### src/common/rv_defs.svh
`ifndef RV_DEFS_SVH
`define RV_DEFS_SVH

// Data path width
`define RV_XLEN 32

// Instruction memory word address for 256 words
`define RV_IMEM_AW 8

// Data memory word address for 64 words
`define RV_DMEM_AW 6

// Register index width and count
`define RV_REG_AW 5
`define RV_REG_NUM 32

`endif

### src/common/rv_pkg.sv
`include "rv_defs.svh"

package rv_pkg;

    typedef logic [`RV_XLEN-1:0]    word_t;
    typedef logic [`RV_REG_AW-1:0]  reg_addr_t;
    typedef logic [`RV_IMEM_AW-1:0] imem_addr_t;
    typedef logic [`RV_DMEM_AW-1:0] dmem_addr_t;

    typedef enum logic [2:0] {
        st_idle,
        st_fetch,
        st_decode,
        st_execute,
        st_memory,
        st_writeback,
        st_halt
    } cpu_state_e;

    typedef enum logic [3:0] {
        alu_add,
        alu_sub,
        alu_sll,
        alu_slt,
        alu_sltu,
        alu_xor,
        alu_srl,
        alu_sra,
        alu_or,
        alu_and
    } alu_op_e;

    typedef enum logic [2:0] {
        cls_reg_alu,
        cls_imm_alu,
        cls_load,
        cls_store,
        cls_illegal
    } op_class_e;

    typedef struct packed {
        op_class_e op_class;
        alu_op_e   alu_op;
        reg_addr_t rs1;
        reg_addr_t rs2;
        reg_addr_t rd;   // Zero for stores and illegal words
        word_t     imm;
    } decoded_inst_t;

    typedef struct packed {
        logic       valid;
        logic       target;  // 0 imem, 1 dmem
        imem_addr_t addr;    // Truncated for dmem
        word_t      data;
    } mem_load_t;

    typedef struct packed {
        logic       valid;
        word_t      pc;
        reg_addr_t  rd;
        word_t      wdata;
        logic       is_store;
        dmem_addr_t store_addr;
        word_t      store_data;
    } retire_t;

endpackage

### src/core/register_file.sv
`timescale 1ns/1ps
`include "rv_defs.svh"

module register_file
    import rv_pkg::*;
(
    input  logic      CLK,
    input  logic      RST,
    input  reg_addr_t ra1,
    input  reg_addr_t ra2,
    input  reg_addr_t wa,
    input  word_t     wd,
    input  logic      we,
    output word_t     rd1,
    output word_t     rd2
);

    word_t regs [`RV_REG_NUM];

    always_ff @(posedge CLK) begin
        if (RST) begin
            for (int i = 0; i < `RV_REG_NUM; i++) begin
                regs[i] <= '0;
            end
        end else if (we && wa != '0) begin  // x0 stays zero
            regs[wa] <= wd;
        end
    end

    // Combinational read
    assign rd1 = regs[ra1];
    assign rd2 = regs[ra2];

    a_x0_zero: assert property (@(posedge CLK) disable iff (RST)
        ra1 == '0 |-> rd1 == '0);

endmodule

### config.mk
export PLATFORM = sky130hd
export DESIGN_NAME = register_file
export DESIGN_NICKNAME = d
export VERILOG_FILES = /design/src/common/rv_pkg.sv /design/src/core/register_file.sv
export VERILOG_INCLUDE_DIRS = /design/src /design/src/common
export SDC_FILE = /design/constraint.sdc
export NUM_CORES = 2
export LEC_CHECK = 0
export ABC_AREA = 1
export BUFFER_PORTS_ARGS = -buffer_cell sky130_fd_sc_hd__buf_2
export CORE_MARGIN = 10
export CORE_UTILIZATION = 30
export DETAILED_ROUTE_END_ITERATION = 12
export GPL_ROUTABILITY_DRIVEN = 1
export HOLD_SLACK_MARGIN = 0.06
export PLACE_DENSITY = 0.41
export SYNTH_ARGS = -nofsm -noshare
export SYNTH_HDL_FRONTEND = slang
export SYNTH_SLANG_ARGS = --single-unit
### constraint.sdc
create_clock -name CLK -period 2.77 [get_ports CLK]
set_input_delay 0 -clock CLK [delete_from_list [all_inputs] [get_ports CLK]]
set_output_delay 0 -clock CLK [all_outputs]
set_load 0.01 [all_outputs]
# Yosys cells after proc, flatten, opt, wreduce, memory -nomap -nowiden
# Memories as Yosys holds them, arrays and structs flattened.
# Index checks and enable logic that the tools add are counted.
dict set report classes {
  muxes 8
  n_reduce_logical 3
}
# op count
set ops {}
lappend ops {{32-bit 2-to-1 mux} 1}
lappend ops {{32-bit OR reduction} 1}
lappend ops {{1-bit 2-to-1 mux} 6}
lappend ops {{5-bit 2-to-1 mux} 1}
lappend ops {{5-bit nonzero test} 1}
lappend ops {{1-bit logical AND} 1}
dict set report totals {
  in_bits 50
  mem_count 1
  ramBits 1024
  reg_bits 0
}
# name words width rd rd_clocked_by_memory_dff write_ports line_no
set memory_table {}
lappend memory_table {regs 32 32 2 0 32 register_file.sv:18} ;# word_t regs [`RV_REG_NUM];

# Longest topological paths before layout
dict set report logic_depth {
  depth_word 7
  ltp_mapped 12
}

# Least setup slack after synthesis
# OpenSTA, ideal clock, no wires.
dict set report synth_path {
  path_kind {input to register}
  start {in wa[4]}
  end {mem regs[31][0] (netlist name), enable pin}
  slack_ps 928
  path_buffers 1
  setup_time_ps 389
  arrival_ps 1452
  cell_stages 5
  t_required_ps 2381
  cell_sequence {inv_1 -> nor3_1 -> nand2_1 -> buf_2 -> nand2_1}
}
# item line_no
set synth_lines {}
lappend synth_lines {{from (decl)} register_file.sv:11} ;# input reg_addr_t wa,
lappend synth_lines {{to (decl)} register_file.sv:18}

==> run summary <==
Via count - 51200
Synthesized flop and latch total - 1024
Mapped Area - 56600 um^2
Syn-to-layout area delta - 14.2%
Wire per inst - 25.7 um
Leak pwr - 27.0 nW
Share of cells above drive strength 1 - 0.0812
Wl on met1 - 106000 um
DRC - 0
Worst-path clk slew - 0.06 ns
CP max FO - 2
Max reg flops - 1024
Global-route wire length before repair - 358000 um
Total CTS buffers - 130
# placed instances - 9435
Yosys top cell area share - 0.543
Commonest non-fill, non-tap cell in the layout - nand2_1
I/O Pins - 114
Critical Path Sink Type - output pin
Slew @ Worst Pin - 0.886 ns
Die Span Y - 454 um
Die ar. - 207000 um^2
Final Routed Wirelength - 250000 um
Worst path arrival time - 2.40 ns
Worst vdd ir - 0.000569 V
TritonCTS clock tree - yes
Critical path startpoint category - flop
Fin cells - 9699
Cells on Worst Hold Path - 5
# H-tree levels - 4
Largest net degree at the start of global routing - 131
Die W - 454 um
Sequential share of the synthesized area - 0.543
Final worst slack - 0.367 ns
Filler Cell Count - 19500
Max Clock Freq - 416 MHz
Yosys warning total - 0
Fin. Hold Viols - 0
Max layer used - met4
Final Util - 0.344
ANT nets after route - 0
Dpl hpwl - 144000 um
Core area - 188000 um^2
Initial antenna violation count - 1
Most frequent cells in the layout - nand2_1, nand3_1, edfxtp_1
Synthesized area per cell - 7.88 um^2
Post-Route Setup TNS - 0 ns
Top cells by area, synth - edfxtp_1, nand2_1, nand3_1
Max-slew headroom - 0.408
Register with the most flip-flops - regs
Post-layout net count - 7157
Largest regs - regs: 1024 flops
Status - completed
Initial Util - 0.302
Post_cts resized - 0
Max-cap violations - 0
HP Class - input pin to flop
Yosys top cell by area - edfxtp_1
Pwr dens - 623 nW/um^2
Cell variety after synth - 16
Met2 wire length - 118000 um
RSZ-0062 raised after global routing - no
# port buffers - 113
Vias in the first global route - 49500
RePlAce Congestion - 0.826
Period utilisation layout - 0.867
WL met3 - 15800 um
Setup CP Type - flop to output pin
Vias/cell - 5.28
DRT Pass-1 Iters - 7
Place WS - 0.614 ns
WHS Endpoint - regs[23][24]$_SDFFCE_PN0P_
Syn Inst Count - 7191
Hold path start - wa[3]
Crit path required time - 2.77 ns
CTS sink count - 1024
Setup violations, final - 0
Total gr overflow - 0
Max Slew Vio Count - 0
Final Critical Period - 2.40 ns
DR iter-0 viols - 5654
Clock Path Buffers - 3
Overall routing resource usage - 0.235
# rows - 159
Root Buffer - clkbuf_16
metal layers:
| layer | track usage | up-vias |
|---|---|---|
| met5 | 0 | - |
| met4 | 0.0947 | 0 |
| met3 | 0.0306 | 446 |
| met2 | 0.388 | 2250 |
| met1 | 0.312 | 25100 |
| li1 | - | 23500 |
kinds of logic (layout without fill, tap and decap cells):
kind of cell,Yosys count,after routing,synth area share
other,1,34,0.0000662
DFF,1024,1024,0.543
and+or+nand+nor,5483,5483,0.398
buffers and inverters,683,663,0.0593
worst max path at each step:
stage                               startpoint                   endpoint  slack [ns]  depth (start not counted)
floorplan                                wa[4]  regs[31][0]$_SDFFCE_PN0P_        0.93                          5
global placement                        ra1[2]                    rd1[19]        0.61                         10
detailed placement                      ra1[2]                    rd1[19]        0.61                         10
CTS                 regs[25][16]$_SDFFCE_PN0P_                    rd1[16]        0.40                          9
global route        regs[27][16]$_SDFFCE_PN0P_                    rd2[16]        0.27                          9
finish               regs[5][11]$_SDFFCE_PN0P_                    rd1[11]        0.37                          9
through the flow:
stage / hold slack, ns / instance area (um^2) / total power, W
after floorplan: 0.239 / 56800 / 0.0218
after global placement: 0.473 / 60400 / 0.0244
after detailed placement: 0.469 / 60400 / 0.0244
after CTS: 0.0610 / 64700 / 0.0406
after global routing: 0.0962 / 64700 / 0.0417
final: 0.114 / 64700 / 0.0403
layout make-up:
| class | count | area [um^2] | share of cell area |
|---|---|---|---|
| Antenna cell | 2 | 5.00 | 0.0000774 |
| Timing Repair Buffer | 382 | 3820 | 0.0590 |
| Clock buffer | 167 | 3630 | 0.0561 |
| Sequential cell | 1024 | 30700 | 0.475 |
| Tap cell | 2495 | 3120 | 0.0483 |
| Inverter | 54 | 263 | 0.00406 |
| Multi-Input combinational cell | 5515 | 22800 | 0.352 |
| Clock inverter | 60 | 297 | 0.00458 |
synthesized netlist by cell type:
cell / count
nor2_1: 993
buf_2: 340
nand2_1: 2942
conb_1: 1
nand4_1: 4
buf_1: 30
clkbuf_1: 192
clkinv_1: 1
inv_4: 2
nand3_1: 1537
inv_2: 2
edfxtp_1: 1024
inv_1: 49
buf_4: 37
buf_6: 30
nor3_1: 7
critical path, cell delays in order, from the launching register on:
cell	delay [ns]
edfxtp_1	0.38
nand2_1	0.08
nand3_1	0.08
nand3_1	0.15
nand2_1	0.12
nand2_1	0.15
nand2_1	0.10
nand2_1	0.08
nand2_1	0.25
buf_2	0.24
power by group:
| group | switching (W) | leakage (nW) | internal (W) |
|---|---|---|---|
| Sequential | 0.000442 | 9.75 | 0.0179 |
| Clock | 0.00692 | 1.92 | 0.00926 |
| Combinational | 0.00423 | 15.4 | 0.00156 |
timing repair:
item / in CTS / in global routing
hold buffers: 35 / 0
setup buffers: 0 / 0
hold endpoints to repair: 952 / 0
(Power assumes the default switching activity.)
