[config.mk]
export PLATFORM = sky130hd
export DESIGN_NAME = alu
export DESIGN_NICKNAME = d
export VERILOG_FILES = /design/src/common/rv_pkg.sv /design/src/core/alu.sv
export VERILOG_INCLUDE_DIRS = /design/src /design/src/common
export SDC_FILE = /design/constraint.sdc
export NUM_CORES = 1
export LEC_CHECK = 0
export CAP_MARGIN = 10
export CORE_MARGIN = 2
export CORE_UTILIZATION = 30
export DETAILED_ROUTE_END_ITERATION = 8
export DONT_BUFFER_PORTS = 1
export PLACE_DENSITY_LB_ADDON = 0.2
export SLEW_MARGIN = 15
export SYNTH_ARGS = -nofsm -noshare
export SYNTH_HDL_FRONTEND = slang
export SYNTH_SLANG_ARGS = --single-unit
[constraint.sdc]
create_clock -name vclk -period 8.1
set_clock_uncertainty 0.1 [all_clocks]
set_input_delay 1.62 -clock vclk [all_inputs]
set_output_delay 1.62 -clock vclk [all_outputs]
set_load 0.01 [all_outputs]
[src/common/rv_defs.svh]
`ifndef RV_DEFS_SVH
`define RV_DEFS_SVH

// Data path width
`define RV_XLEN 32

// Instruction memory word address for 256 words
`define RV_IMEM_AW 8

// Data memory word address for 64 words
`define RV_DMEM_AW 6

// Register index width and count
`define RV_REG_AW 5
`define RV_REG_NUM 32

`endif

[src/common/rv_pkg.sv]
`include "rv_defs.svh"

package rv_pkg;

    typedef logic [`RV_XLEN-1:0]    word_t;
    typedef logic [`RV_REG_AW-1:0]  reg_addr_t;
    typedef logic [`RV_IMEM_AW-1:0] imem_addr_t;
    typedef logic [`RV_DMEM_AW-1:0] dmem_addr_t;

    typedef enum logic [2:0] {
        st_idle,
        st_fetch,
        st_decode,
        st_execute,
        st_memory,
        st_writeback,
        st_halt
    } cpu_state_e;

    typedef enum logic [3:0] {
        alu_add,
        alu_sub,
        alu_sll,
        alu_slt,
        alu_sltu,
        alu_xor,
        alu_srl,
        alu_sra,
        alu_or,
        alu_and
    } alu_op_e;

    typedef enum logic [2:0] {
        cls_reg_alu,
        cls_imm_alu,
        cls_load,
        cls_store,
        cls_illegal
    } op_class_e;

    typedef struct packed {
        op_class_e op_class;
        alu_op_e   alu_op;
        reg_addr_t rs1;
        reg_addr_t rs2;
        reg_addr_t rd;   // Zero for stores and illegal words
        word_t     imm;
    } decoded_inst_t;

    typedef struct packed {
        logic       valid;
        logic       target;  // 0 imem, 1 dmem
        imem_addr_t addr;    // Truncated for dmem
        word_t      data;
    } mem_load_t;

    typedef struct packed {
        logic       valid;
        word_t      pc;
        reg_addr_t  rd;
        word_t      wdata;
        logic       is_store;
        dmem_addr_t store_addr;
        word_t      store_data;
    } retire_t;

endpackage

[src/core/alu.sv]
`timescale 1ns/1ps

module alu
    import rv_pkg::*;
(
    input  alu_op_e op,
    input  word_t   a,
    input  word_t   b,
    output word_t   y
);

    logic [4:0] shamt;

    assign shamt = b[4:0];

    always_comb begin
        case (op)
            alu_add:  y = a + b;
            alu_sub:  y = a - b;
            alu_sll:  y = a << shamt;
            alu_slt:  y = word_t'($signed(a) < $signed(b));
            alu_sltu: y = word_t'(a < b);  // Unsigned compare
            alu_xor:  y = a ^ b;
            alu_srl:  y = a >> shamt;
            alu_sra:  y = word_t'($signed(a) >>> shamt);  // Keeps the sign bit
            alu_or:   y = a | b;
            alu_and:  y = a & b;
            default:  y = a + b;
        endcase
    end

endmodule

## Word level (Yosys, flattened, before mapping)

Index checks and enable logic that the tools add are counted.

| word-level totals | value |
|---|---|
| register bits | 0 |
| input port bits | 68 |
| output and inout port bits | 32 |
| word-level logic and storage cells | 20 |

| cells by class | value |
|---|---|
| $add $sub $neg | 2 |
| $lt $le $gt $ge | 2 |
| equality and inequality tests | 9 |
| shift-type cells | 3 |
| multiplexer cells | 1 |
| bitwise logic cells | 3 |

Operator list:

| cell | count |
|---|---|
| $pmux 32 s9 | 1 |
| $lt 32x32->1 | 2 |
| $add 32x32->32 | 1 |
| $and 32x32->32 | 1 |
| $or 32x32->32 | 1 |
| $shl 32x5->32 | 1 |
| $shr 32x5->32 | 1 |
| $sshr 32x5->32 | 1 |
| $sub 32x32->32 | 1 |
| $xor 32x32->32 | 1 |
| $eq 4x3->1 const B | 4 |
| $eq 4x2->1 const B | 2 |
| $eq 4x4->1 const B | 2 |
| $eq 4x1->1 const B | 1 |

## Logic depth before layout (Yosys ltp)

| logic depth | value |
|---|---|
| depth in word-level cells | 2 |
| gate-level depth with buffers | 17 |
| gate-level depth less buffers | 12 |

## Worst setup path after synthesis

No wires, ideal clock.

| timing path | value |
|---|---|
| path kind | input to output |
| from | input b[3] |
| to | output y[28] |
| data arrival time | 5.163 ns |
| slack | 1.217 ns |
| stages on the path | 17 |
| path buffers | 6 |
| cells stage by stage | buf_2 inv_1 buf_2 buf_2 buf_1 buf_1 ha_1 buf_2 nor3_1 a211oi_1 o2bb2ai_1 nand4b_1 a211oi_2 o211ai_1 o21ba_2 o211a_1 o32ai_1 |

| on the way | value |
|---|---|
| cells in the longest elaborated chain, start to end | 2 |
| elaborated cells on any way between the ends | 6 |
| classes of those cells | 2 x add/sub; 3 x shift; 1 x mux |

Ends and longest elaborated chain:

| what | line | text |
|---|---|---|
| start: declaration | alu.sv:8 | `input word_t b,` |
| $add 32x32->32, or another cell as far along | alu.sv:18, alu.sv:28 |  |
| $pmux 32 s9 * | alu.sv:17 | `case (op)` |
| end: declaration | alu.sv:9 | `output word_t y` |

Every way passes the cells marked *; elsewhere a longest branch is shown, timed or not.

## Worst setup path in the final report

| timing path | value |
|---|---|
| from | input a[0] |
| to | output y[28] |

| on the way | value |
|---|---|
| cells in the longest elaborated chain, start to end | 2 |
| elaborated cells on any way between the ends | 6 |
| classes of those cells | 2 x add/sub; 3 x shift; 1 x mux |

Ends and longest elaborated chain:

| what | line | text |
|---|---|---|
| start: declaration | alu.sv:7 | `input word_t a,` |
| $add 32x32->32, or another cell as far along | alu.sv:18, alu.sv:28 |  |
| $pmux 32 s9 * | alu.sv:17 |  |

Marks and branches as above.

==> out/summary.txt <==
Placer Congestion = 1.013
worst slew pin tran = 0.9235 ns
Worst Hold Class = primary input to output pin
layout cell share with drive strength beyond 1 = 8.099%
area growth from synthesis to layout = 0.8530%
register area share after synthesis = 0%
Final Max Tran Viols = 0
Fill cells = 3344
Die Ht = 176.7 um
Worst Path Arrival = 5.21 ns
setup TNS = 0 ns
clkbuf count = 0
Switching Fraction = 62.94%
crit path buf inv count = 1
global-route usage over all layers = 26.13%
area of the multi-input gates = 8068 um^2
largest fanout on the critical path = 7
critical path endpoint category = output pin
Syn Std Cell Area = 8949 um^2
pin count of the biggest net entering global routing = 101
PortBufs = 0
Clock Power Share = 0%
crit path time final = 6.925 ns
grt total ovfl = 0
Die W = 176.7 um
post-DP HPWL = 33.08 mm
Finish-stage setup viols = 0
Nets = 1379
Slew headroom = 36.84%
Flop pwr share = 0%
CORE AREA = 29480 um^2
Starting Density = 30.35%
final WL = 42.04 mm
worst path required time = 6.38 ns
final hold vios = 0
DRC viols = 0
slowest stage cell, crit path = a2111oi_0
Via-to-Cell Ratio = 6.281
crit path kind = primary input to output pin
Reg area = 0 um^2
drt first pass iters = 6
CTS resizes = 0
Top Ports = 100
initial antenna violation count = 0
vias in the first global route = 9553
yosys warns = 0
Distinct cells, synth = 88
pwr/cell area = 68.44 nW/um^2
crit-path max cell delay = 0.89 ns
commonest non-fill, non-tap cells in the layout = a21oi_1, nand2_1, nor2_1
Routed Antenna Nets = 0
post-CTS setup repair buffer count = 0
synthesized instance count = 1308
global-route wire length before repair = 62.52 mm
Cell Chain, Critical Path = ha_1 > inv_1 > fa_1 > and2b_1 > o2111ai_2 > a2111oi_0 > o311ai_1 > nand2_1 > a221oi_1 > o21bai_1 > a211oi_1 > o32ai_1
WHS = 3.314 ns
maximum VDD drop = 0.02270 mV
routed length per instance = 26.28 um
startpoint type of the worst setup path = primary input
power share of the combinational group = 100.0%
largest delay contributor family on the critical path = compound AO/OA/AOI/OAI gates
commonest non-fill, non-tap cell in the layout = a21oi_1
ant diodes = 0
max-cap violation count = 0
die area = 31230 um^2
Placement Rows = 63
share of the synthesized area in the top cell type = 13.56%
NetSw = 0.3887 mW
Synth area leader = ha_1
top post-synthesis cells by area = ha_1, mux4_2, a21oi_1
outcome = completed
initial DRC count = 1137
final period utilization = 85.50%
leakage dissipation = 3.711 nW
Int Power = 0.2289 mW
vias = 10050
post-synthesis average cell area = 6.841 um^2
sequential cell count = 0
unrepaired setup endpoints after global routing = no
highest clock rate = 144.4 MHz
Syn Nets = 1475
Hold-fix buffers, CTS = 0
-- through the flow --
step	area (um^2)	total power [mW]	instances	setup WS [ns]	utilization (%)
finish	9025	0.6176	1600	1.175	30.61
global route	9025	0.6688	1600	1.004	30.61
CTS	9025	0.6063	1600	1.304	30.61
detailed placement	9025	0.6028	1600	1.316	30.61
global placement	9025	0.6045	1600	1.357	30.61
floorplan	8949	0.4749	1308	1.217	-
-- logic make-up after synthesis --
| group | Yosys count | synth area share, % |
|---|---|---|
| muxes | 128 | 19.51 |
| and+or+nand+nor | 361 | 18.55 |
| xor gates and xnor gates | 7 | 0.6851 |
| AOI/OAI and AO/OA | 501 | 37.25 |
| adders and majority gates | 99 | 14.01 |
| buffers and inverters | 212 | 9.997 |
-- path summary, 6_finish.rpt --
kind / start / end / slack, ns / cells past startpoint
setup / recovery: a[0] / y[28] / 1.17 / 12
hold / removal: b[4] / y[10] / 3.31 / 1
-- layer usage --
metal | GRT usage, % | vias to the layer above | wire length [um]
li1 | - | 4692 | -
met3 | 5.026 | 81 | 3981
met1 | 35.53 | 4750 | 17850
met5 | 0 | - | 0
met2 | 41.23 | 526 | 18400
met4 | 8.850 | 0 | 1809
-- power by group through the flow --
stage          logic [mW]  clock network, mW  registers [mW]
2_1_floorplan       0.475                  0               0
3_3_place_gp        0.605                  0               0
3_5_place_dp        0.603                  0               0
4_1_cts             0.606                  0               0
5_1_grt             0.669                  0               0
6_report            0.618                  0               0
-- area by class of cell --
| type | instances | share of cell area, % |
|---|---|---|
| inverters | 103 | 4.284 |
| multi-input cells | 1096 | 89.39 |
| well taps | 390 | 5.407 |
| repair buffers | 11 | 0.9150 |
-- Yosys cell counts, drive strengths merged (7+ instances only) --
library cell / count
o21ai: 102
a221o: 9
nor4: 9
o21bai: 8
a211oi: 29
inv: 101
o2111ai: 9
a31oi: 17
o22ai: 12
o21a: 7
a21o: 23
mux2: 32
a22oi: 24
ha: 97
a2111oi: 8
nor2b: 13
clkbuf: 58
mux2i: 63
nand3: 19
nand2: 118
nor2: 117
a21oi: 129
nor3: 30
a211o: 8
buf: 51
a221oi: 14
o221ai: 13
o211ai: 40
mux4: 33
o31ai: 13
nand2b: 10
Power figures use the tool's default switching activity.
