<file path="src/common/rv_defs.svh">
`ifndef RV_DEFS_SVH
`define RV_DEFS_SVH

// Data path width
`define RV_XLEN 32

// Instruction memory word address for 256 words
`define RV_IMEM_AW 8

// Data memory word address for 64 words
`define RV_DMEM_AW 6

// Register index width and count
`define RV_REG_AW 5
`define RV_REG_NUM 32

`endif

</file>
<file path="src/common/rv_pkg.sv">
`include "rv_defs.svh"

package rv_pkg;

    typedef logic [`RV_XLEN-1:0]    word_t;
    typedef logic [`RV_REG_AW-1:0]  reg_addr_t;
    typedef logic [`RV_IMEM_AW-1:0] imem_addr_t;
    typedef logic [`RV_DMEM_AW-1:0] dmem_addr_t;

    typedef enum logic [2:0] {
        st_idle,
        st_fetch,
        st_decode,
        st_execute,
        st_memory,
        st_writeback,
        st_halt
    } cpu_state_e;

    typedef enum logic [3:0] {
        alu_add,
        alu_sub,
        alu_sll,
        alu_slt,
        alu_sltu,
        alu_xor,
        alu_srl,
        alu_sra,
        alu_or,
        alu_and
    } alu_op_e;

    typedef enum logic [2:0] {
        cls_reg_alu,
        cls_imm_alu,
        cls_load,
        cls_store,
        cls_illegal
    } op_class_e;

    typedef struct packed {
        op_class_e op_class;
        alu_op_e   alu_op;
        reg_addr_t rs1;
        reg_addr_t rs2;
        reg_addr_t rd;   // Zero for stores and illegal words
        word_t     imm;
    } decoded_inst_t;

    typedef struct packed {
        logic       valid;
        logic       target;  // 0 imem, 1 dmem
        imem_addr_t addr;    // Truncated for dmem
        word_t      data;
    } mem_load_t;

    typedef struct packed {
        logic       valid;
        word_t      pc;
        reg_addr_t  rd;
        word_t      wdata;
        logic       is_store;
        dmem_addr_t store_addr;
        word_t      store_data;
    } retire_t;

endpackage

</file>
<file path="src/core/inst_decoder.sv">
`timescale 1ns/1ps

module inst_decoder
    import rv_pkg::*;
(
    input  word_t         inst,
    output decoded_inst_t dec
);

    logic [6:0] opcode;
    logic [2:0] funct3;
    logic [6:0] funct7;
    logic       f7_zero;
    logic       f7_alt;
    word_t      imm_i;
    word_t      imm_s;

    assign opcode  = inst[6:0];
    assign funct3  = inst[14:12];
    assign funct7  = inst[31:25];
    assign f7_zero = (funct7 == 7'b0000000);
    assign f7_alt  = (funct7 == 7'b0100000);

    assign imm_i = word_t'($signed(inst[31:20]));
    assign imm_s = word_t'($signed({inst[31:25], inst[11:7]}));

    always_comb begin
        dec.op_class = cls_illegal;
        dec.alu_op   = alu_add;  // lw and sw use add
        dec.rs1      = inst[19:15];
        dec.rs2      = inst[24:20];
        dec.rd       = inst[11:7];
        dec.imm      = imm_i;
        case (opcode)
            7'b0110011: begin  // R-type
                case (funct3)
                    3'b000: dec.alu_op = f7_alt ? alu_sub : alu_add;
                    3'b001: dec.alu_op = alu_sll;
                    3'b010: dec.alu_op = alu_slt;
                    3'b011: dec.alu_op = alu_sltu;
                    3'b100: dec.alu_op = alu_xor;
                    3'b101: dec.alu_op = f7_alt ? alu_sra : alu_srl;
                    3'b110: dec.alu_op = alu_or;
                    default: dec.alu_op = alu_and;
                endcase
                if (f7_zero || (f7_alt && (funct3 == 3'b000 || funct3 == 3'b101))) begin
                    dec.op_class = cls_reg_alu;
                end
            end
            7'b0010011: begin  // I-type ALU
                dec.op_class = cls_imm_alu;
                case (funct3)
                    3'b000: dec.alu_op = alu_add;
                    3'b010: dec.alu_op = alu_slt;
                    3'b011: dec.alu_op = alu_sltu;
                    3'b100: dec.alu_op = alu_xor;
                    3'b110: dec.alu_op = alu_or;
                    3'b111: dec.alu_op = alu_and;
                    3'b001: begin
                        dec.alu_op = alu_sll;
                        dec.imm    = word_t'(inst[24:20]);  // Shift amount only
                        if (!f7_zero) dec.op_class = cls_illegal;
                    end
                    default: begin
                        dec.alu_op = f7_alt ? alu_sra : alu_srl;
                        dec.imm    = word_t'(inst[24:20]);
                        if (!f7_zero && !f7_alt) dec.op_class = cls_illegal;
                    end
                endcase
            end
            7'b0000011: if (funct3 == 3'b010) dec.op_class = cls_load;  // lw
            7'b0100011: begin  // sw
                dec.imm = imm_s;
                if (funct3 == 3'b010) dec.op_class = cls_store;
            end
            default: dec.op_class = cls_illegal;
        endcase
        // No register write for these
        if (dec.op_class == cls_store || dec.op_class == cls_illegal) dec.rd = '0;
    end

endmodule

</file>
<file path="config.mk">
export PLATFORM = sky130hd
export DESIGN_NAME = inst_decoder
export DESIGN_NICKNAME = d
export VERILOG_FILES = /design/src/common/rv_pkg.sv /design/src/core/inst_decoder.sv
export VERILOG_INCLUDE_DIRS = /design/src /design/src/common
export SDC_FILE = /design/constraint.sdc
export NUM_CORES = 1
export LEC_CHECK = 0
export ABC_AREA = 1
export BUFFER_PORTS_ARGS = -buffer_cell sky130_fd_sc_hd__buf_4
export CORE_ASPECT_RATIO = 0.75
export CORE_MARGIN = 1
export CORE_UTILIZATION = 32
export DETAILED_ROUTE_END_ITERATION = 10
export GPL_TIMING_DRIVEN = 0
export PLACE_DENSITY = 0.84
export RECOVER_POWER = 50
export SETUP_SLACK_MARGIN = 0.2
export SLEW_MARGIN = 20
export SYNTH_ARGS = -nofsm -noshare
export SYNTH_HDL_FRONTEND = slang
export SYNTH_SLANG_ARGS = --single-unit
export TNS_END_PERCENT = 50
</file>
<file path="constraint.sdc">
create_clock -name vclk -period 1.65
set_clock_uncertainty 0.05 [all_clocks]
set_input_delay 0.33 -clock vclk [all_inputs]
set_output_delay 0.33 -clock vclk [all_outputs]
set_load 0.03 [all_outputs]
</file>
## Word-level counts from Yosys, hierarchy flattened

Index checks and enable logic that the tools add are counted.

| storage, ports and cells | value |
|---|---|
| bits in registers | 0 |
| word-level logic and storage cells | 39 |
| output and inout port bits | 54 |
| input bits | 32 |

| cells by class | value |
|---|---|
| reductions and logical operators | 10 |
| multiplexer cells | 15 |
| equality and inequality tests | 14 |

Operators with widths:

| cell | count |
|---|---|
| 32-bit case mux with 2 select lines | 1 |
| 4-bit case mux with 7 select lines | 2 |
| 32-bit two-way mux | 1 |
| 7-bit by 6-bit equality test with 1-bit output, second input constant | 3 |
| 3-bit equality test, second input constant | 5 |
| 3-bit two-way mux | 5 |
| 3-bit case mux with 4 select lines | 1 |
| 3-bit by 2-bit equality test with 1-bit output, second input constant | 3 |
| 4-bit case mux with 2 select lines | 1 |
| 7-bit by 2-bit equality test with 1-bit output, second input constant | 1 |
| 7-bit by 5-bit equality test with 1-bit output, second input constant | 1 |
| 7-bit zero test | 1 |
| 3-bit case mux with 2 select lines | 1 |
| 6-bit OR reduction | 1 |
| 5-bit two-way mux | 1 |
| 3-bit by 1-bit equality test with 1-bit output, second input constant | 1 |
| 3-bit zero test | 1 |
| 1-bit logical OR | 3 |
| 1-bit logical AND | 2 |
| 1-bit zero test | 2 |
| 1-bit two-way mux | 2 |

## Depth between registers and ports, before layout

| depth | value |
|---|---|
| depth in word-level cells | 9 |
| gate-level depth with buffers | 9 |
| mapped depth without buffers | 8 |

## Worst setup path after synthesis

No wires, ideal clock.

| timing | value |
|---|---|
| kind | in2out |
| from | input inst[1] |
| to | output dec[12] in the netlist's numbering |
| buffers on the path | 1 |
| setup slack | -272 ps |
| arrival time | 1542 ps |
| cell stages on the path | 8 |
| required time | 1270 ps |
| cell sequence | nand2_1 -> nor2_2 -> inv_2 -> nor2_2 -> nand2_1 -> nand2_1 -> inv_1 -> buf_4 |

RTL lines:

| item | line | RTL |
|---|---|---|
| start, declared | inst_decoder.sv:6 | `input word_t inst,` |
| end, declared | inst_decoder.sv:7 | `output decoded_inst_t dec` |

==> results.ini <==
[finish]
n_fill_cell = 112
num_antenna_cells = 0
layout_commonest_cell = buf_4
final_nets = 263
seq_cell_count = 0
final_cell_mix = buf_4 (57), buf_6 (52), inv_1 (21)
areaGrowthSynthToFinish_pct = 140
clock_buffers = 0
regArea_um2 = 0
fin_area_um2 = 1770
drive_gt1_share_pct = 68.1
instances_no_fill = 253

[placement]
port-buffer-count = 81
dpl.hpwl_mm = 2.02
placed_cell_area_um2 = 1440
dp_cells = 244
gp_congestion = 0.728
dp_slack_ps = -476

[drt]
wirelength_mm = 4.02
wl_per_cell_um = 15.9
vias = 1226
dr.first_iter.drc_count = 82
ant_nets = 0
dr.pass1.iters = 7
route.detailed.drc = 6
viasPerCell = 4.85

[power]
max-vdd-ir-drop_uv = 139
power_frac_comb_pct = 100.0
p_per_area_nw_per_um2 = 283
leakage_nw = 0.966
internal_power_mw = 0.225
switching_share_pct = 54.8
p_clk_share_pct = 0
power_mw = 0.499
power_frac_seq_pct = 0
p_switching_mw = 0.274

[setup_path]
worst_path_max_delay_cell = nor4_4
crit_arrival_ps = 1550
crit_start = inst[2]
crit_required_ps = 1270
critPathCapture = dec[1]
crit_chain = buf_8 -> inv_12 -> nand2_4 -> nor2_4 -> inv_4 -> nor4_4 -> buf_6 -> nand2_1 -> o21ai_1 -> buf_4
critPathCaptureType = output port
max_stage_delay_ps = 280
critPathLaunchType = input pin
critical_path_class = in -> out
critPathMaxFanout = 5

[logic_synthesis]
ys_seq_area_share_pct = 0
synthSimpleGateAreaFrac_pct = 46.1
syn_area_um2 = 736
yosys_warnings = 0
ys_types = 18
synth_mux_area_share_pct = 0
synth_nets = 171
netlist_instances = 139
synth_fa_ha_area_share_pct = 0
synth_top_family_by_area = simple AND/OR/NAND/NOR gates
synth_compound_area_share_pct = 7.31
avgSynthCellArea_um2 = 5.29
synthXorXnorAreaFrac_pct = 1.19

[sta]
fin_setup_tns_ps = -8290
worst_pin_slew_ps = 381
max_slew_margin_pct = 74.7
fmax_mhz = 518
period_share_pct = 117
slew_viol_final = 0
rsz0062_at_grt = true
fin_ws_ps = -282
hold_viol = 0
finalSetupViolations = 40
layout_min_cycle_time_ps = 1930

[floorplanning]
dieArea_um2 = 2500
placementRows = 14
start_util_pct = 35.3
coreArea_um2 = 2080
io_pins = 86
die_y_um = 43.5
die_w_um = 57.4

[global_routing]
grt.overflow.total = 0
grt_max_degree = 11
grt_first_pass_wirelength_mm = 4.95
met2_usage_pct = 51.2
grt_pass1_vias = 1079
grt_util_all_layers_pct = 24.8
grt_antenna_before_repair = 0
busiest_layer = met2
grtUsageMet3_pct = 1.79
grtUsageMet1_pct = 27.5

[clock_network]
cts_hold_buf = 0

[min_path]
hp-class = in -> out

[run]
maxCapViolations = 0

[status]
status = finished, violations left
failed_checks = DRC, setup timing

[power groups by stage]
stage,registers [mW],clock network [mW],logic (mW)
after CTS,0,0,0.461
after floorplan,0,0,0.243
after detailed placement,0,0,0.408
final,0,0,0.499
after global routing,0,0,0.519
after global placement,0,0,0.399
[timing repair]
item,4_1_cts,5_1_grt
gates resized for setup,52,33
endpoints found under the setup margin,44,44
cloned,3,1
pin swaps,5,5
setup buffers,3,2
[synthesized netlist by cell type (all sizes together)]
| cell type | instances | area (um^2) |
|---|---|---|
| a21oi | 3 | 18.8 |
| inv | 29 | 109 |
| nor3 | 4 | 20.0 |
| nand2 | 35 | 144 |
| nand3 | 5 | 25.0 |
| o21ai | 7 | 35.0 |
| nand4 | 1 | 12.5 |
| nand3b | 1 | 7.51 |
| xnor2 | 1 | 8.76 |
| nor4 | 1 | 21.3 |
| nor2 | 22 | 109 |
| buf | 30 | 225 |
[worst min-delay path by stage]
stage              from       to  depth (start not counted)
3_3_place_gp   inst[17]  dec[44]                          2
5_1_grt        inst[19]  dec[46]                          2
4_1_cts        inst[19]  dec[46]                          2
3_5_place_dp   inst[19]  dec[46]                          2
2_1_floorplan   inst[4]  dec[52]                          1
6_report       inst[19]  dec[46]                          2
[layer usage]
layer	share of wire, %	wire length, um	vias up
li1	-	-	567
met3	8.6	344	2
met5	0	0	-
met4	0.55	22	0
met1	41	1640	576
met2	50	2010	81
[kinds of logic after synthesis]
logic type / after synthesis
buffers and inverters: 59
AND/OR/NAND/NOR: 69
XOR/XNOR: 1
AO/OA/AOI/OAI: 10
[critical path, delay by kind of cell]
kind / cells / cell delay [ps]
simple gates: 4 / 510
buf+inv: 5 / 580
compound gates: 1 / 120
[area by class of cell]
type | count | area (um^2) | area share [%]
plain buffers | 30 | 300 | 17.0
multi-input cells | 80 | 515 | 29.2
repair buffers | 87 | 766 | 43.3
inverters | 29 | 133 | 7.51
well taps | 24 | 30.0 | 1.70
repair inverters | 3 | 22.5 | 1.27
[through the flow]
stage	utilization (%)	hold WS, ps
6_report	84.8	912
5_1_grt	84.8	918
4_1_cts	80.6	827
3_5_place_dp	69.0	827
3_3_place_gp	69.0	827
2_1_floorplan	-	732
No activity file was read; power rests on OpenSTA's default activity.
