### src/common/rv_defs.svh
`ifndef RV_DEFS_SVH
`define RV_DEFS_SVH

// Data path width
`define RV_XLEN 32

// Instruction memory word address for 256 words
`define RV_IMEM_AW 8

// Data memory word address for 64 words
`define RV_DMEM_AW 6

// Register index width and count
`define RV_REG_AW 5
`define RV_REG_NUM 32

`endif

### src/common/rv_pkg.sv
`include "rv_defs.svh"

package rv_pkg;

    typedef logic [`RV_XLEN-1:0]    word_t;
    typedef logic [`RV_REG_AW-1:0]  reg_addr_t;
    typedef logic [`RV_IMEM_AW-1:0] imem_addr_t;
    typedef logic [`RV_DMEM_AW-1:0] dmem_addr_t;

    typedef enum logic [2:0] {
        st_idle,
        st_fetch,
        st_decode,
        st_execute,
        st_memory,
        st_writeback,
        st_halt
    } cpu_state_e;

    typedef enum logic [3:0] {
        alu_add,
        alu_sub,
        alu_sll,
        alu_slt,
        alu_sltu,
        alu_xor,
        alu_srl,
        alu_sra,
        alu_or,
        alu_and
    } alu_op_e;

    typedef enum logic [2:0] {
        cls_reg_alu,
        cls_imm_alu,
        cls_load,
        cls_store,
        cls_illegal
    } op_class_e;

    typedef struct packed {
        op_class_e op_class;
        alu_op_e   alu_op;
        reg_addr_t rs1;
        reg_addr_t rs2;
        reg_addr_t rd;   // Zero for stores and illegal words
        word_t     imm;
    } decoded_inst_t;

    typedef struct packed {
        logic       valid;
        logic       target;  // 0 imem, 1 dmem
        imem_addr_t addr;    // Truncated for dmem
        word_t      data;
    } mem_load_t;

    typedef struct packed {
        logic       valid;
        word_t      pc;
        reg_addr_t  rd;
        word_t      wdata;
        logic       is_store;
        dmem_addr_t store_addr;
        word_t      store_data;
    } retire_t;

endpackage

### src/core/cpu_control.sv
`timescale 1ns/1ps

module cpu_control
    import rv_pkg::*;
(
    input  logic      CLK,
    input  logic      RST,
    input  logic      start,
    input  op_class_e op_class,
    input  logic      last_inst,
    output logic      pc_clear,
    output logic      pc_step,
    output logic      imem_re,
    output logic      ir_load,
    output logic      opnd_load,
    output logic      res_load,
    output logic      dmem_re,
    output logic      dmem_we,
    output logic      rf_we,
    output logic      retire_valid,
    output logic      busy,
    output logic      done
);

    cpu_state_e state;
    cpu_state_e state_nxt;
    logic       is_mem;
    logic       waiting;

    assign is_mem  = (op_class == cls_load) || (op_class == cls_store);
    assign waiting = (state == st_idle) || (state == st_halt);

    always_comb begin
        state_nxt = state;
        case (state)
            st_idle,
            st_halt:      if (start) state_nxt = st_fetch;  // Fetch right after start
            st_fetch:     state_nxt = st_decode;
            st_decode:    state_nxt = st_execute;
            st_execute:   state_nxt = is_mem ? st_memory : st_writeback;
            st_memory:    state_nxt = st_writeback;
            st_writeback: state_nxt = last_inst ? st_halt : st_fetch;
            default:      state_nxt = st_idle;
        endcase
    end

    always_ff @(posedge CLK) begin
        if (RST) begin
            state <= st_idle;
        end else begin
            state <= state_nxt;
        end
    end

    assign pc_clear     = waiting && start;
    assign pc_step      = (state == st_writeback) && !last_inst;
    assign imem_re      = (state == st_fetch);
    assign ir_load      = (state == st_decode);
    assign opnd_load    = (state == st_execute);  // Store data
    assign res_load     = (state == st_execute);
    assign dmem_re      = (state == st_memory) && (op_class == cls_load);
    assign dmem_we      = (state == st_memory) && (op_class == cls_store);
    assign rf_we        = (state == st_writeback) &&
                          (op_class inside {cls_reg_alu, cls_imm_alu, cls_load});
    assign retire_valid = (state == st_writeback);
    assign busy         = !waiting;
    assign done         = (state == st_halt);

    // A store always uses an address captured in the cycle before
    a_store_after_execute: assert property (@(posedge CLK) disable iff (RST)
        dmem_we |-> state == st_memory && $past(state) == st_execute);

    // Retire only closes an instruction that went through execute
    a_retire_in_writeback: assert property (@(posedge CLK) disable iff (RST)
        retire_valid |-> state == st_writeback &&
                         $past(state) inside {st_execute, st_memory});

endmodule

### config.mk
export PLATFORM = sky130hd
export DESIGN_NAME = cpu_control
export DESIGN_NICKNAME = d
export VERILOG_FILES = /design/src/common/rv_pkg.sv /design/src/core/cpu_control.sv
export VERILOG_INCLUDE_DIRS = /design/src /design/src/common
export SDC_FILE = /design/constraint.sdc
export NUM_CORES = 1
export LEC_CHECK = 0
export ABC_AREA = 1
export BUFFER_PORTS_ARGS = -buffer_cell sky130_fd_sc_hd__buf_2
export CORE_AREA = 10 10 47 49
export CTS_CLUSTER_DIAMETER = 60
export CTS_CLUSTER_SIZE = 14
export DETAILED_ROUTE_END_ITERATION = 8
export DIE_AREA = 0 0 57 59
export GPL_TIMING_DRIVEN = 0
export SYNTH_ARGS = -nofsm -noshare
export SYNTH_HDL_FRONTEND = slang
export SYNTH_SLANG_ARGS = --single-unit
export TNS_END_PERCENT = 1
### constraint.sdc
create_clock -name CLK -period 1.1 [get_ports CLK]
set_clock_uncertainty 0.05 [all_clocks]
set_input_delay 0.22 -clock CLK [delete_from_list [all_inputs] [get_ports CLK]]
set_output_delay 0.22 -clock CLK [all_outputs]
set_load 0.005 [all_outputs]
Word-level counts from Yosys, hierarchy flattened
Index checks and enable logic that the tools add are counted.
- input bits: 7
- logic and storage cells: 28
- register bits: 3
- output and inout port bits: 12
- multiplexer cells: 4
- equality and inequality tests: 10
- reduce and logical (&&, ||, !) cells: 13
- operators with widths (cell ; count):
    $pmux 3 s6 ; 1
    $eq 3x2->1 const B ; 4
    $eq 3x3->1 const B ; 3
    $eq 3x1->1 const B ; 2
    $logic_not 3->1 ; 2
    $mux 3 ; 2
    $logic_and 1x1->1 ; 5
    $reduce_bool 3->1 ; 1
    $logic_not 1->1 ; 2
    $logic_or 1x1->1 ; 2
    $ne 2x2->1 const B ; 1
    $reduce_or 2->1 ; 1
    $mux 1 ; 1

Longest topological paths before layout
- word-level depth: 4
- depth in mapped cells: 7
- depth with buffers taken out: 6

Worst setup path after synthesis
No wires, ideal clock.
- path type: register -> output
- from: register state[0]
- to: output port pc_clear
- buffers on the path: 1
- cell stages (with the launch flop): 7
- arrival time: 0.804 ns
- path slack: 0.026 ns
- data required time: 0.830 ns
- cells stage by stage: dfxtp_1 buf_6 inv_1 nand3_1 nand2_1 inv_1 nor2_1
- longest elaborated chain between the ends: 3
- elaborated cells between the ends (all ways): 4
- those cells by class: eq/ne (1); reduce/logical (3)
- ends and longest elaborated chain (what ; RTL line ; source):
    start, declared ; cpu_control.sv:25 ; cpu_state_e state;
    start signal, assigned ; cpu_control.sv:49 ; state <= st_idle;
    start signal, assigned ; cpu_control.sv:51 ; state <= state_nxt;
    $eq 3x3->1 or $logic_not 3->1 (tied branches) ; cpu_control.sv:31 ; assign waiting = (state == st_idle) || (state == st_halt);
    $logic_or 1x1->1 * ; cpu_control.sv:31 ;
    $logic_and 1x1->1 * ; cpu_control.sv:55 ; assign pc_clear = waiting && start;
    end, declared ; cpu_control.sv:11 ; output logic pc_clear,
Every way passes the cells marked *; elsewhere a longest branch is shown, timed or not.

Worst setup path after layout
- from: register state[1]
- to: output port pc_clear
The elaborated chain is that of the path after synthesis.

==> results.toml <==
[worst_setup_path]
worstPathBufferInverterCount = 2
rr_worst_depth = 9
cp_max_fo = 6
cp_cell_sequence = "nor2_4, nand2_2, nand2_2, inv_2, nor2_2, buf_2"
reg2reg_from = "state[0]"
crit_path_frequent_cell = "nand2_2"
r2r_end = "state[0]"
slowest_delay_ps = 360
crit_type = "flop to primary output"
critical_path_arrival_ps = 1060
end_kind = "primary output"
cpLargestDelayFamily = "flip-flops"
cp.required_ps = 830
cp_slowest_cell = "dfxtp_4"
start_kind = "flop"
r2r_setup_slack_ps = -150

[clocking]
clockBufferDepth = 2
cts.sink_count = 3
clk_pin_slew_ps = 30
cts_tree = "done"
clkLatencyLatePin_ps = 230
htreeDepth = 1
cts_made_buffers = 3
root_buffer = "clkbuf_4"
ctsHoldBuffers = 0

[synthesis]
synth_top_family_by_area = "simple AND/OR/NAND/NOR gates"
synthAdderAreaFrac_pct = 0
synth_area_leaders = "dfxtp_1 22%, inv_1 15%, nand2_1 15%, nor2_1 15%, nand3_1 13%"
synth_top_area_share_pct = 22.4
yosys.area_share.simple_pct = 52.3
synth_area_leader_cell = "dfxtp_1"
ys_ff_latch = 3
syn_avg_cell_area_sq_um = 5.36
syn_area_sq_um = 268
synth_xor_area_share_pct = 0
synth_nets = 57
seq_area_frac_synth_pct = 22.4
synth_mux_area_share_pct = 0
syn_inst = 50
yosys_warnings = 0
yosysUniqueCellTypes = 11
synth_compound_area_share_pct = 2.80

[sta]
fmax_mhz = 750
slew_violations = 0
fin_ws_ps = -234
whs_ps = 118
slew_headroom_pct = 91.7
setup-violations-final = 13
report.final.hold_viol_count = 0
rsz0062_at_grt = "yes"
period_needed_ps = 1330
tightest_slew_ps = 125
min_period_over_period_pct = 121

[final_layout]
fin_util_pct = 36.1
area_growth_syn_to_layout_pct = 88.8
drive_gt1_share_pct = 61.0
largest_reg_flops = 3
reg_top3 = "state: 3 flops"
final_area_sq_um = 505
multiInputGateArea_sq_um = 193
fillCellCount = 161
top_register = "state"
fin_cells = 93
regArea_sq_um = 71.3
fin_nets = 85
num_antenna_cells = 0

[min_path]
min-delay-start = "RST"
hold_depth = 2
whs_endpoint = "state[1]"
hp-class = "input pin to flop"

[global_routing]
grt.total_usage_pct = 6.15
antenna_found_initial = 0
grt_start_max_net_pins = 8
grt_pass1_wl_um = 1610
gr-total-overflow = 0
first_global_vias = 389

[floorplan]
design.core.area_sq_mm = 0.00140
rows = 14
die_w_um = 57
ios = 19
initial_core_util_pct = 19.1
die_h_um = 59
die-area_sq_mm = 0.00336

[routing]
vias_per_cell = 4.22
firstDrtPassIters = 2
wl_per_cell_um = 10.3
drc_errors = 0
wirelength_um = 958
vias = 392
postRouteAntennaNets = 0
dr.first_iter.drc_count = 6

[placement]
io_buffers = 18
dpl_worst_slack_ps = -92.9
dp_hpwl_um = 738
routabilityCongestion = 0.672
placed_area_sq_um = 378
place_inst = 84

[status]
status = "finished, violations left"
violations = "negative setup slack"

[flow_run]
maxCapViolCount = 0

[pwr]
p_leak_nw = 0.300
max-vdd-ir-drop_mv = 0.518
p_per_area_mw_per_mm2 = 1140
[cell usage after synthesis]
master and n:
nand4_1 1, buf_6 1, buf_4 1, o21bai_1 1
dfxtp_1 3, nand3_1 7, inv_1 11, nor2_1 11
nand2_1 11, nor3_1 2, nor2_2 1
[area by class of cell]
type	count	area share [%]
Buffer	1	1.49
Multi-Input combinational cell	34	38.1
Clock buffer	4	5.20
Timing Repair Buffer	24	28.0
Tap cell	16	3.96
Sequential cell	3	14.1
Inverter	11	9.16
[logic make-up (layout without fill, tap and decap cells)]
logic type / count (synthesis) / count (layout)
AO/OA/AOI/OAI: 1 / 1
AND/OR/NAND/NOR: 33 / 33
flip-flops: 3 / 3
buffers and inverters: 13 / 40
[through the flow]
| stage | power (W) | TNS (ps) |
|---|---|---|
| 2_1_floorplan | 0.000238 | 0 |
| 3_3_place_gp | 0.000298 | -219 |
| 3_5_place_dp | 0.000300 | -354 |
| 4_1_cts | 0.000568 | -2470 |
| 5_1_grt | 0.000630 | -3190 |
| 6_report | 0.000579 | -2280 |
[where the power goes]
group          total [W]  switching (W)  internal [W]
Sequential      0.000159      0.0000335      0.000125
Combinational   0.000234       0.000109      0.000125
Clock           0.000186      0.0000507      0.000135
Total           0.000579       0.000193      0.000385
[metal layers]
| layer | global-route usage, % | wire length (um) | share of wire, % | up-vias |
|---|---|---|---|---|
| met5 | 0 | 0 | 0 | - |
| met3 | 4.51 | 117 | 12 | 0 |
| met1 | 5.02 | 369 | 39 | 170 |
| li1 | - | - | - | 206 |
| met4 | 4.03 | 0 | 0 | 0 |
| met2 | 10.4 | 471 | 49 | 16 |
[layout by cell type, fill, tap and decap left out, drive strengths merged]
cell type  instances
buf               25
nor3               2
nand4              1
inv               11
dfxtp              3
clkbuf             4
nor2              12
nand2             11
o21bai             1
nand3              7
[worst max-delay path by stage]
stage | end | slack (ps) | from | depth (start not counted)
after floorplan | pc_clear | 30 | state[0] | 6
after global placement | pc_clear | -80 | state[0] | 7
after detailed placement | dmem_re | -90 | state[0] | 5
after CTS | dmem_re | -250 | state[0] | 4
after global routing | pc_clear | -320 | state[1] | 6
final | pc_clear | -230 | state[1] | 6
[worst register-to-register path, delay by kind of cell, from the launching register on]
| family | cells | cell delay [ps] |
|---|---|---|
| DFF | 1 | 400 |
| buffers and inverters | 4 | 410 |
| and+or+nand+nor | 5 | 320 |
[what timing repair did]
action | CTS | global route
endpoints found under the setup margin | 12 | 15
setup buffers | 5 | 1
pin swaps | 3 | 4
resized for setup | 16 | 9
Power figures use the tool's default switching activity.
